--- config.mk ---
export PLATFORM = sky130hd
export DESIGN_NAME = vlsu
export DESIGN_NICKNAME = d
export VERILOG_FILES = /design/src/rtl/vlsu_pkg.sv /design/src/rtl/vlsu_req_ctrl.sv /design/src/rtl/vlsu_byte_counter.sv /design/src/rtl/vlsu_reorder_buffer.sv /design/src/rtl/vlsu_datapath.sv /design/src/rtl/vlsu.sv
export SDC_FILE = /design/constraint.sdc
export NUM_CORES = 1
export LEC_CHECK = 0
export BUFFER_PORTS_ARGS = -buffer_cell sky130_fd_sc_hd__buf_2
export CAP_MARGIN = 15
export CORE_ASPECT_RATIO = 1.2
export CORE_MARGIN = 2
export CORE_UTILIZATION = 40
export CTS_BUF_LIST = sky130_fd_sc_hd__clkbuf_16
export DETAILED_ROUTE_END_ITERATION = 12
export SKIP_LAST_GASP = 1
export SLEW_MARGIN = 20
export SYNTH_ARGS = -nofsm -noshare
export SYNTH_HDL_FRONTEND = slang
export SYNTH_SLANG_ARGS = --single-unit
--- constraint.sdc ---
create_clock -name clk_i -period 7.6 [get_ports clk_i]
set_clock_uncertainty 0.2 [all_clocks]
set_input_delay 2.28 -clock clk_i [delete_from_list [all_inputs] [get_ports clk_i]]
set_output_delay 2.28 -clock clk_i [all_outputs]
set_load 0.005 [all_outputs]
--- src/rtl/vlsu_pkg.sv ---
// Shared constants, types and bus structs of the vector load/store unit.
// Every RTL block and the testbench import this package.

package vlsu_pkg;

  //////////////////////////////////////////////////
  // Sizes
  //////////////////////////////////////////////////

  // Data word
  localparam int unsigned ELEN  = 32;
  localparam int unsigned ELENB = ELEN / 8;

  // Register file geometry
  localparam int unsigned VELE            = 8;
  localparam int unsigned NR_VREGS        = 32;
  localparam int unsigned VREG_ADDR_WIDTH = $clog2(NR_VREGS * VELE);

  // Reorder buffer depth and tag width
  localparam int unsigned NR_OUTSTANDING_LOADS = 8;
  localparam int unsigned ID_WIDTH             = $clog2(NR_OUTSTANDING_LOADS);

  //////////////////////////////////////////////////
  // Basic types
  //////////////////////////////////////////////////

  typedef logic [ELEN-1:0]            elen_t;
  typedef logic [ELENB-1:0]           strb_t;
  typedef logic [ID_WIDTH-1:0]        id_t;
  typedef logic [ID_WIDTH:0]          rob_cnt_t;
  typedef logic [5:0]                 vlen_t;
  typedef logic [VREG_ADDR_WIDTH-1:0] vreg_addr_t;

  typedef enum logic {
    VLE = 1'b0,
    VSE = 1'b1
  } vlsu_op_e;

  typedef enum logic {
    ALU = 1'b0,
    LSU = 1'b1
  } ex_unit_e;

  // Element width, also used as the memory access size
  typedef enum logic [1:0] {
    EW_8  = 2'd0,
    EW_16 = 2'd1,
    EW_32 = 2'd2
  } vew_e;

  //////////////////////////////////////////////////
  // Structs
  //////////////////////////////////////////////////

  // vl counts elements on the request port, bytes once captured
  typedef struct packed {
    ex_unit_e   ex_unit;
    vlsu_op_e   op;
    logic [4:0] vd;
    elen_t      rs1;
    vlen_t      vl;
    vew_e       vsew;
  } vlsu_req_t;

  typedef struct packed {
    id_t   id;
    elen_t addr;
    logic  we;
    vew_e  size;
    strb_t strb;
    elen_t wdata;
    logic  last;
  } mem_req_t;

  typedef struct packed {
    id_t   id;
    elen_t rdata;
  } mem_result_t;

endpackage

--- src/rtl/vlsu_req_ctrl.sv ---
// Request front end of the load/store unit. Accepts one LSU instruction
// at a time, keeps it for the whole operation with vl turned into bytes,
// and signals ready once both byte counters have drained.

`timescale 1ns/1ps

module vlsu_req_ctrl (
  input  logic                 clk_i,
  input  logic                 arst_n_i,
  input  vlsu_pkg::vlsu_req_t  vlsu_req_i,
  input  logic                 vlsu_req_valid_i,
  input  logic                 mem_busy_i,
  input  logic                 vreg_busy_i,
  output logic                 vlsu_req_ready_o,
  output logic                 new_req_o,
  output vlsu_pkg::vlsu_req_t  req_q_o
);

  import vlsu_pkg::*;

  vlsu_req_t req_d, req_q;

  // Idle when neither side has bytes left
  assign vlsu_req_ready_o = ~mem_busy_i & ~vreg_busy_i;

  // Instructions for other units pass by
  assign new_req_o = vlsu_req_valid_i & vlsu_req_ready_o & (vlsu_req_i.ex_unit == LSU);

  always_comb begin
    req_d = req_q;

    if (new_req_o) begin
      req_d = vlsu_req_i;
      // Elements to bytes
      unique case (vlsu_req_i.vsew)
        EW_8:    req_d.vl = vlsu_req_i.vl;
        EW_16:   req_d.vl = vlsu_req_i.vl << 1;
        EW_32:   req_d.vl = vlsu_req_i.vl << 2;
        default: req_d.vl = '0;
      endcase
    end else if (vlsu_req_ready_o && (req_q.vl != '0)) begin
      // Operation drained, drop it
      req_d = '0;
    end
  end

  always_ff @(posedge clk_i or negedge arst_n_i) begin
    if (!arst_n_i) begin
      req_q <= '0;
    end else begin
      req_q <= req_d;
    end
  end

  assign req_q_o = req_q;

endmodule

--- src/rtl/vlsu_byte_counter.sv ---
// Byte progress counter for one side of a transfer. Advances by a word,
// or by the tail of the operation, each time its step is granted, and
// reports the byte enables of the word currently in flight.

`timescale 1ns/1ps

module vlsu_byte_counter (
  input  logic            clk_i,
  input  logic            arst_n_i,
  input  logic            clear_i,
  input  logic            step_i,
  input  vlsu_pkg::vlen_t total_i,
  output vlsu_pkg::vlen_t count_o,
  output logic            valid_o,
  output logic            last_o,
  output vlsu_pkg::strb_t be_o
);

  import vlsu_pkg::*;

  vlen_t count_q;
  vlen_t remaining;
  vlen_t delta;

  // Stays quiet once total drops below the old count
  assign valid_o   = count_q < total_i;
  assign remaining = total_i - count_q;
  assign last_o    = valid_o && (remaining <= vlen_t'(ELENB));

  // Full word, or only what is left on the last one
  assign delta = last_o ? remaining : vlen_t'(ELENB);

  always_comb begin
    for (int unsigned k = 0; k < ELENB; k++) begin
      be_o[k] = valid_o && (vlen_t'(k) < delta);
    end
  end

  always_ff @(posedge clk_i or negedge arst_n_i) begin
    if (!arst_n_i) begin
      count_q <= '0;
    end else if (clear_i) begin
      count_q <= '0;
    end else if (step_i && valid_o) begin
      count_q <= count_q + delta;
    end
  end

  assign count_o = count_q;

endmodule

--- src/rtl/vlsu_reorder_buffer.sv ---
// Tagged reorder buffer. Ids are handed out in order, entries are
// written by id in any order, and the head only leaves once its own
// entry has arrived, so the output order matches the allocation order.

`timescale 1ns/1ps

module vlsu_reorder_buffer (
  input  logic            clk_i,
  input  logic            arst_n_i,
  // Id allocation
  input  logic            alloc_i,
  output vlsu_pkg::id_t   alloc_id_o,
  // Write by id
  input  logic            push_i,
  input  vlsu_pkg::id_t   push_id_i,
  input  vlsu_pkg::elen_t push_data_i,
  // In-order read
  input  logic            pop_i,
  output logic            head_valid_o,
  output vlsu_pkg::elen_t head_data_o,
  output vlsu_pkg::id_t   head_id_o,
  output logic            full_o,
  output logic            empty_o
);

  import vlsu_pkg::*;

  elen_t                           data_q [NR_OUTSTANDING_LOADS];
  logic [NR_OUTSTANDING_LOADS-1:0] valid_q;
  id_t                             wr_ptr_q;
  id_t                             rd_ptr_q;
  rob_cnt_t                        count_q;

  logic alloc_en;
  logic pop_en;

  assign full_o  = count_q == rob_cnt_t'(NR_OUTSTANDING_LOADS);
  assign empty_o = count_q == '0;

  assign alloc_id_o   = wr_ptr_q;
  assign head_id_o    = rd_ptr_q;
  assign head_valid_o = valid_q[rd_ptr_q];
  assign head_data_o  = data_q[rd_ptr_q];

  // No allocation when full, no pop before the head has landed
  assign alloc_en = alloc_i & ~full_o;
  assign pop_en   = pop_i & head_valid_o;

  //////////////////////////////////////////////////
  // Storage
  //////////////////////////////////////////////////

  always_ff @(posedge clk_i) begin
    if (push_i) begin
      data_q[push_id_i] <= push_data_i;
    end
  end

  //////////////////////////////////////////////////
  // Pointers, flags and occupancy
  //////////////////////////////////////////////////

  always_ff @(posedge clk_i or negedge arst_n_i) begin
    if (!arst_n_i) begin
      wr_ptr_q <= '0;
      rd_ptr_q <= '0;
      valid_q  <= '0;
      count_q  <= '0;
    end else begin
      if (alloc_en) begin
        wr_ptr_q <= wr_ptr_q + id_t'(1);
      end
      if (pop_en) begin
        rd_ptr_q          <= rd_ptr_q + id_t'(1);
        valid_q[rd_ptr_q] <= 1'b0;
      end
      // Push and pop never hit the same slot
      if (push_i) begin
        valid_q[push_id_i] <= 1'b1;
      end
      unique case ({alloc_en, pop_en})
        2'b10:   count_q <= count_q + rob_cnt_t'(1);
        2'b01:   count_q <= count_q - rob_cnt_t'(1);
        default: count_q <= count_q;
      endcase
    end
  end

endmodule

--- src/rtl/vlsu_datapath.sv ---
// Steering logic of the load/store unit. Loads go memory -> reorder
// buffer -> register file, stores go register file -> buffer -> memory.
// Builds the memory request and the register file addresses.

`timescale 1ns/1ps

module vlsu_datapath (
  input  vlsu_pkg::vlsu_req_t   req_q_i,
  // Byte counters
  input  vlsu_pkg::vlen_t       mem_count_i,
  input  vlsu_pkg::vlen_t       vreg_count_i,
  input  logic                  mem_valid_i,
  input  logic                  vreg_valid_i,
  input  logic                  mem_last_i,
  input  vlsu_pkg::strb_t       mem_be_i,
  input  vlsu_pkg::strb_t       vreg_be_i,
  output logic                  mem_step_o,
  output logic                  vreg_step_o,
  // Reorder buffer
  input  vlsu_pkg::id_t         rob_alloc_id_i,
  input  logic                  rob_head_valid_i,
  input  vlsu_pkg::elen_t       rob_head_data_i,
  input  vlsu_pkg::id_t         rob_head_id_i,
  input  logic                  rob_full_i,
  input  logic                  rob_empty_i,
  output logic                  rob_alloc_o,
  output logic                  rob_push_o,
  output vlsu_pkg::id_t         rob_push_id_o,
  output vlsu_pkg::elen_t       rob_push_data_o,
  output logic                  rob_pop_o,
  // Memory
  output vlsu_pkg::mem_req_t    mem_req_o,
  output logic                  mem_valid_o,
  input  logic                  mem_ready_i,
  input  vlsu_pkg::mem_result_t mem_result_i,
  input  logic                  mem_result_valid_i,
  // Register file
  output vlsu_pkg::vreg_addr_t  vrf_waddr_o,
  output vlsu_pkg::elen_t       vrf_wdata_o,
  output vlsu_pkg::strb_t       vrf_wbe_o,
  output logic                  vrf_we_o,
  input  logic                  vrf_wvalid_i,
  output vlsu_pkg::vreg_addr_t  vrf_raddr_o,
  output logic                  vrf_re_o,
  input  vlsu_pkg::elen_t       vrf_rdata_i,
  input  logic                  vrf_rvalid_i
);

  import vlsu_pkg::*;

  logic       is_load;
  logic       head_ready;
  elen_t      mem_addr;
  vreg_addr_t vreg_addr;

  assign is_load    = req_q_i.op == VLE;
  assign head_ready = rob_head_valid_i & ~rob_empty_i;

  // Word address in memory, word index within vd
  assign mem_addr  = req_q_i.rs1 + elen_t'(mem_count_i);
  assign vreg_addr = {req_q_i.vd, {$clog2(VELE){1'b0}}} +
                     vreg_addr_t'(vreg_count_i >> $clog2(ELENB));

  //////////////////////////////////////////////////
  // Load and store steering
  //////////////////////////////////////////////////

  always_comb begin
    mem_valid_o     = 1'b0;
    vrf_we_o        = 1'b0;
    vrf_re_o        = 1'b0;
    rob_alloc_o     = 1'b0;
    rob_push_o      = 1'b0;
    rob_push_id_o   = mem_result_i.id;
    rob_push_data_o = mem_result_i.rdata;
    rob_pop_o       = 1'b0;

    if (is_load) begin
      // Issue while bytes remain and a tag is free
      mem_valid_o = mem_valid_i & ~rob_full_i;
      rob_alloc_o = mem_valid_o & mem_ready_i;
      // Results land by their tag
      rob_push_o  = mem_result_valid_i;
      // Head goes to the register file in order
      vrf_we_o    = vreg_valid_i & head_ready;
      rob_pop_o   = vrf_we_o & vrf_wvalid_i;
    end else begin
      // Prefetch register words while there is room
      vrf_re_o        = vreg_valid_i & ~rob_full_i;
      rob_push_o      = vrf_re_o & vrf_rvalid_i;
      rob_alloc_o     = rob_push_o;
      rob_push_id_o   = rob_alloc_id_i;
      rob_push_data_o = vrf_rdata_i;
      // Head word goes out to memory
      mem_valid_o     = mem_valid_i & head_ready;
      rob_pop_o       = mem_valid_o & mem_ready_i;
    end
  end

  assign mem_step_o  = mem_valid_o & mem_ready_i;
  assign vreg_step_o = is_load ? (vrf_we_o & vrf_wvalid_i) : (vrf_re_o & vrf_rvalid_i);

  // Memory request
  always_comb begin
    mem_req_o.id    = is_load ? rob_alloc_id_i : rob_head_id_i;
    mem_req_o.addr  = {mem_addr[ELEN-1:2], 2'b00};
    mem_req_o.we    = ~is_load;
    mem_req_o.size  = req_q_i.vsew;
    mem_req_o.strb  = mem_be_i;
    mem_req_o.wdata = is_load ? '0 : rob_head_data_i;
    mem_req_o.last  = mem_last_i;
  end

  // Register file
  assign vrf_waddr_o = vreg_addr;
  assign vrf_raddr_o = vreg_addr;
  assign vrf_wdata_o = rob_head_data_i;
  assign vrf_wbe_o   = vreg_be_i;

endmodule

--- src/rtl/vlsu.sv ---
// Vector load/store unit top level. Unit-stride loads and stores between
// a 32-bit memory port and the vector register file, with in-order
// write-back of out-of-order load results.

`timescale 1ns/1ps

module vlsu (
  input  logic                  clk_i,
  input  logic                  arst_n_i,
  // Instruction request
  input  vlsu_pkg::vlsu_req_t   vlsu_req_i,
  input  logic                  vlsu_req_valid_i,
  output logic                  vlsu_req_ready_o,
  // Memory
  output vlsu_pkg::mem_req_t    mem_req_o,
  output logic                  mem_valid_o,
  input  logic                  mem_ready_i,
  input  vlsu_pkg::mem_result_t mem_result_i,
  input  logic                  mem_result_valid_i,
  // Register file
  output vlsu_pkg::vreg_addr_t  vrf_waddr_o,
  output vlsu_pkg::vreg_addr_t  vrf_raddr_o,
  output vlsu_pkg::elen_t       vrf_wdata_o,
  output vlsu_pkg::strb_t       vrf_wbe_o,
  output logic                  vrf_we_o,
  output logic                  vrf_re_o,
  input  logic                  vrf_wvalid_i,
  input  logic                  vrf_rvalid_i,
  input  vlsu_pkg::elen_t       vrf_rdata_i
);

  import vlsu_pkg::*;

  vlsu_req_t req_q;
  logic      new_req;

  vlen_t mem_count, vreg_count;
  logic  mem_valid, vreg_valid, mem_last;
  strb_t mem_be, vreg_be;
  logic  mem_step, vreg_step;

  id_t   rob_alloc_id, rob_head_id, rob_push_id;
  elen_t rob_head_data, rob_push_data;
  logic  rob_head_valid, rob_full, rob_empty;
  logic  rob_alloc, rob_push, rob_pop;

  //////////////////////////////////////////////////
  // Request control and byte counters
  //////////////////////////////////////////////////

  vlsu_req_ctrl i_req_ctrl (
    .clk_i           (clk_i),
    .arst_n_i        (arst_n_i),
    .vlsu_req_i      (vlsu_req_i),
    .vlsu_req_valid_i(vlsu_req_valid_i),
    .mem_busy_i      (mem_valid),
    .vreg_busy_i     (vreg_valid),
    .vlsu_req_ready_o(vlsu_req_ready_o),
    .new_req_o       (new_req),
    .req_q_o         (req_q)
  );

  vlsu_byte_counter i_mem_counter (
    .clk_i   (clk_i),
    .arst_n_i(arst_n_i),
    .clear_i (new_req),
    .step_i  (mem_step),
    .total_i (req_q.vl),
    .count_o (mem_count),
    .valid_o (mem_valid),
    .last_o  (mem_last),
    .be_o    (mem_be)
  );

  // Register side needs no last flag
  vlsu_byte_counter i_vreg_counter (
    .clk_i   (clk_i),
    .arst_n_i(arst_n_i),
    .clear_i (new_req),
    .step_i  (vreg_step),
    .total_i (req_q.vl),
    .count_o (vreg_count),
    .valid_o (vreg_valid),
    .last_o  (),
    .be_o    (vreg_be)
  );

  //////////////////////////////////////////////////
  // Reorder buffer and steering
  //////////////////////////////////////////////////

  vlsu_reorder_buffer i_reorder_buffer (
    .clk_i       (clk_i),
    .arst_n_i    (arst_n_i),
    .alloc_i     (rob_alloc),
    .alloc_id_o  (rob_alloc_id),
    .push_i      (rob_push),
    .push_id_i   (rob_push_id),
    .push_data_i (rob_push_data),
    .pop_i       (rob_pop),
    .head_valid_o(rob_head_valid),
    .head_data_o (rob_head_data),
    .head_id_o   (rob_head_id),
    .full_o      (rob_full),
    .empty_o     (rob_empty)
  );

  vlsu_datapath i_datapath (
    .req_q_i           (req_q),
    .mem_count_i       (mem_count),
    .vreg_count_i      (vreg_count),
    .mem_valid_i       (mem_valid),
    .vreg_valid_i      (vreg_valid),
    .mem_last_i        (mem_last),
    .mem_be_i          (mem_be),
    .vreg_be_i         (vreg_be),
    .mem_step_o        (mem_step),
    .vreg_step_o       (vreg_step),
    .rob_alloc_id_i    (rob_alloc_id),
    .rob_head_valid_i  (rob_head_valid),
    .rob_head_data_i   (rob_head_data),
    .rob_head_id_i     (rob_head_id),
    .rob_full_i        (rob_full),
    .rob_empty_i       (rob_empty),
    .rob_alloc_o       (rob_alloc),
    .rob_push_o        (rob_push),
    .rob_push_id_o     (rob_push_id),
    .rob_push_data_o   (rob_push_data),
    .rob_pop_o         (rob_pop),
    .mem_req_o         (mem_req_o),
    .mem_valid_o       (mem_valid_o),
    .mem_ready_i       (mem_ready_i),
    .mem_result_i      (mem_result_i),
    .mem_result_valid_i(mem_result_valid_i),
    .vrf_waddr_o       (vrf_waddr_o),
    .vrf_wdata_o       (vrf_wdata_o),
    .vrf_wbe_o         (vrf_wbe_o),
    .vrf_we_o          (vrf_we_o),
    .vrf_wvalid_i      (vrf_wvalid_i),
    .vrf_raddr_o       (vrf_raddr_o),
    .vrf_re_o          (vrf_re_o),
    .vrf_rdata_i       (vrf_rdata_i),
    .vrf_rvalid_i      (vrf_rvalid_i)
  );

endmodule

==> summary.txt <==
outcome: completed
final setup fails: 0
Crit Path Class: reg -> out
design area: 0.0184 mm^2
relative slew slack: 37.2%
Post-CTS Resized: 0
final core utilization: 48.5%
clk root buf: clkbuf_16
length of the first detailed-routing pass in iterations: 5
first-pass GRT wire length: 55,900 um
Final Routed Wirelength: 36,400 um
critical hold path startpoint: i_reorder_buffer.valid_q[5]$_DFF_PN0_
vias after detailed routing: 9,725
Area growth, synth to finish: 19.1%
vias in the first global route: 9,831
GP Congestion: 0.782
Slew @ Worst Pin: 940 ps
Cell Area, Placed: 0.0171 mm^2
most frequent cells in the layout: 256 x edfxtp_1, 248 x buf_2, 146 x nand2_1
post-layout net count: 1,466
Slew Viols, Final: 0
Power Dens Cells: 411 mW/mm^2
Worst Path Arrival: 3360 ps
final worst path period need: 5840 ps
Setup TNS: 0 ps
Post-synth EDFFs: 256
total power: 7.54 mW
num ports: 252
Final Hold Slack: 273 ps
initial DRC count: 545
Detailed Place HPWL: 23,300 um
DRC errors left: 0
die extent in y: 219 um
TritonCTS buffer count: 36
post-synthesis cell count: 1,063
largest net degree at the start of global routing: 68
post-synthesis register bit count: 332
Mapped Area: 0.0154 mm^2
most used flip-flop cell after synthesis: edfxtp_1
Cells on Worst Hold Path: 1
Setup crit start kind: flop
die width: 183 um
hold buffers post-CTS: 0
Initial Utilization: 40.7%
P_leak: 7.32 nW
pre-CTS setup slack: 2250 ps
Post-Syn Area per Cell: 14.5 um^2
most common cell after layout, fill and taps aside: edfxtp_1
worst hold path type: reg -> reg
deepest clock path buffer count: 3
Post-CTS Setup Bufs: 0
remaining global-route overflow: 0
Critical R2R Launch: i_req_ctrl.req_q_o[2]$_DFFE_PN0P_
Reg2Reg Depth: 17
Max VDD drop: 352 uV
ys async rst share: 22.9%
WHS Endpoint: i_reorder_buffer.valid_q[5]$_DFF_PN0_
htree depth: 2
CTS sink count: 332
core area: 0.0379 mm^2
DRT antenna net count: 0
post-synth cell types: 74
die area: 0.0401 mm^2
RSZ-0062 raised after global routing: false
Worst EP required: 5120 ps
# placed instances: 1,749
Skew-Pair Late Insertion Delay: 540 ps
final period utilization: 76.8%
drt wl/cell: 20.0 um
yosys warns: 0
Clock transition at path regs: 60 ps
share of cells above drive strength 1: 33.7%
Seq/Total Area, Yosys: 62.2%
max-cap violations: 0
IO buf count: 249
FF-to-FF End: i_reorder_buffer.count_q[3]$_DFFE_PN0P_
register-to-register setup slack: 3230 ps
PnR worst setup slack: 1760 ps
Total GRT Usage: 18.2%
crit-path max FO: 10
nature of the critical path endpoint: primary output
Ant. Diodes: 0
Finished Layout Cells: 1,815
TritonCTS clock tree: done
via/cell ratio: 5.36
initial antenna violation count: 1
FP Rows: 78
Peak Freq: 171 MHz
final hold violation count: 0
==> layer usage <==
layer	global-route usage [%]	wire length, um
met5	0	18
met2	31.3	18000
met4	4.75	709
met1	23.9	15700
met3	3.17	1920
==> Yosys cell counts (all sizes together) (5+ instances only) <==
library cell,n,area [um^2]
a22o,41,359
o31ai,8,78.8
nor2,37,139
edfxtp,256,7690
and3,9,56.3
nand4,7,58.8
clkbuf,18,67.6
fa,5,100
a31oi,5,31.3
nor2b,7,43.8
o21ai,32,160
mux4,66,1490
inv,34,128
nand2b,7,43.8
nor3,7,35.0
xnor2,37,324
nand3,21,105
mux2,34,383
a21o,11,82.6
nand2,147,554
buf,45,268
dfrtp,76,1900
a21oi,50,258
xor2,15,131
ha,32,400
==> power breakdown <==
group          internal (mW)  switching [mW]
combinational           1.39            1.77
clock                   1.03           0.724
sequential              2.32           0.301
==> critical path: stages (launching register included) <==
cell,delay [ps]
dfrtp_1,410
inv_1,120
ha_1,180
inv_1,50
fa_1,400
a211o_1,290
and3_1,210
o31ai_4,510
nor4b_4,160
nand2b_1,140
nand2b_1,120
o21ai_0,110
buf_2,140
==> state kept, by name (all words and copies together), names as in the netlist <==
name	flops
i_reorder_buffer.data_q	256
i_reorder_buffer.valid_q	8
i_req_ctrl.req_q_o	46
i_mem_counter.count_o	6
i_reorder_buffer.count_q	4
i_reorder_buffer.head_id_o	3
i_reorder_buffer.alloc_id_o	3
i_vreg_counter.count_o	6
==> logic make-up after synthesis <==
logic type,Yosys count,share of synthesized area (%)
other,1,0.0243
flip-flops,332,62.2
AND/OR/NAND/NOR,263,8.05
buffers and inverters,98,3.03
AO/OA/AOI/OAI,176,8.08
multiplexers,104,12.4
XOR/XNOR,52,2.96
adder cells (fa/ha/maj),37,3.25
==> final cells by class <==
class,count,area (um^2)
fill,3359,19500
sequential,332,9600
multi-input combinational,638,5440
timing repair buffer,265,1380
clock buffer,37,926
tap,480,601
clock inverter,28,273
inverter,35,131
==> how the worst max path moves through the flow <==
stage	startpoint	endpoint	cells past startpoint	slack (ps)
2_1_floorplan	vrf_rvalid_i	i_reorder_buffer.data_q[5][0]$_DFFE_PP_	5	2750
4_1_cts	i_mem_counter.count_o[1]$_DFFE_PN0P_	mem_req_o[71]	9	1690
6_report	i_req_ctrl.req_q_o[2]$_DFFE_PN0P_	vrf_wbe_o[2]	12	1760
5_1_grt	i_mem_counter.count_o[1]$_DFFE_PN0P_	mem_req_o[71]	9	1530
3_5_place_dp	i_mem_counter.count_o[1]$_DFFE_PN0P_	mem_req_o[71]	9	2250
3_3_place_gp	i_mem_counter.count_o[1]$_DFFE_PN0P_	mem_req_o[71]	9	2320
Note: power is estimated with default switching activity, not from simulation.
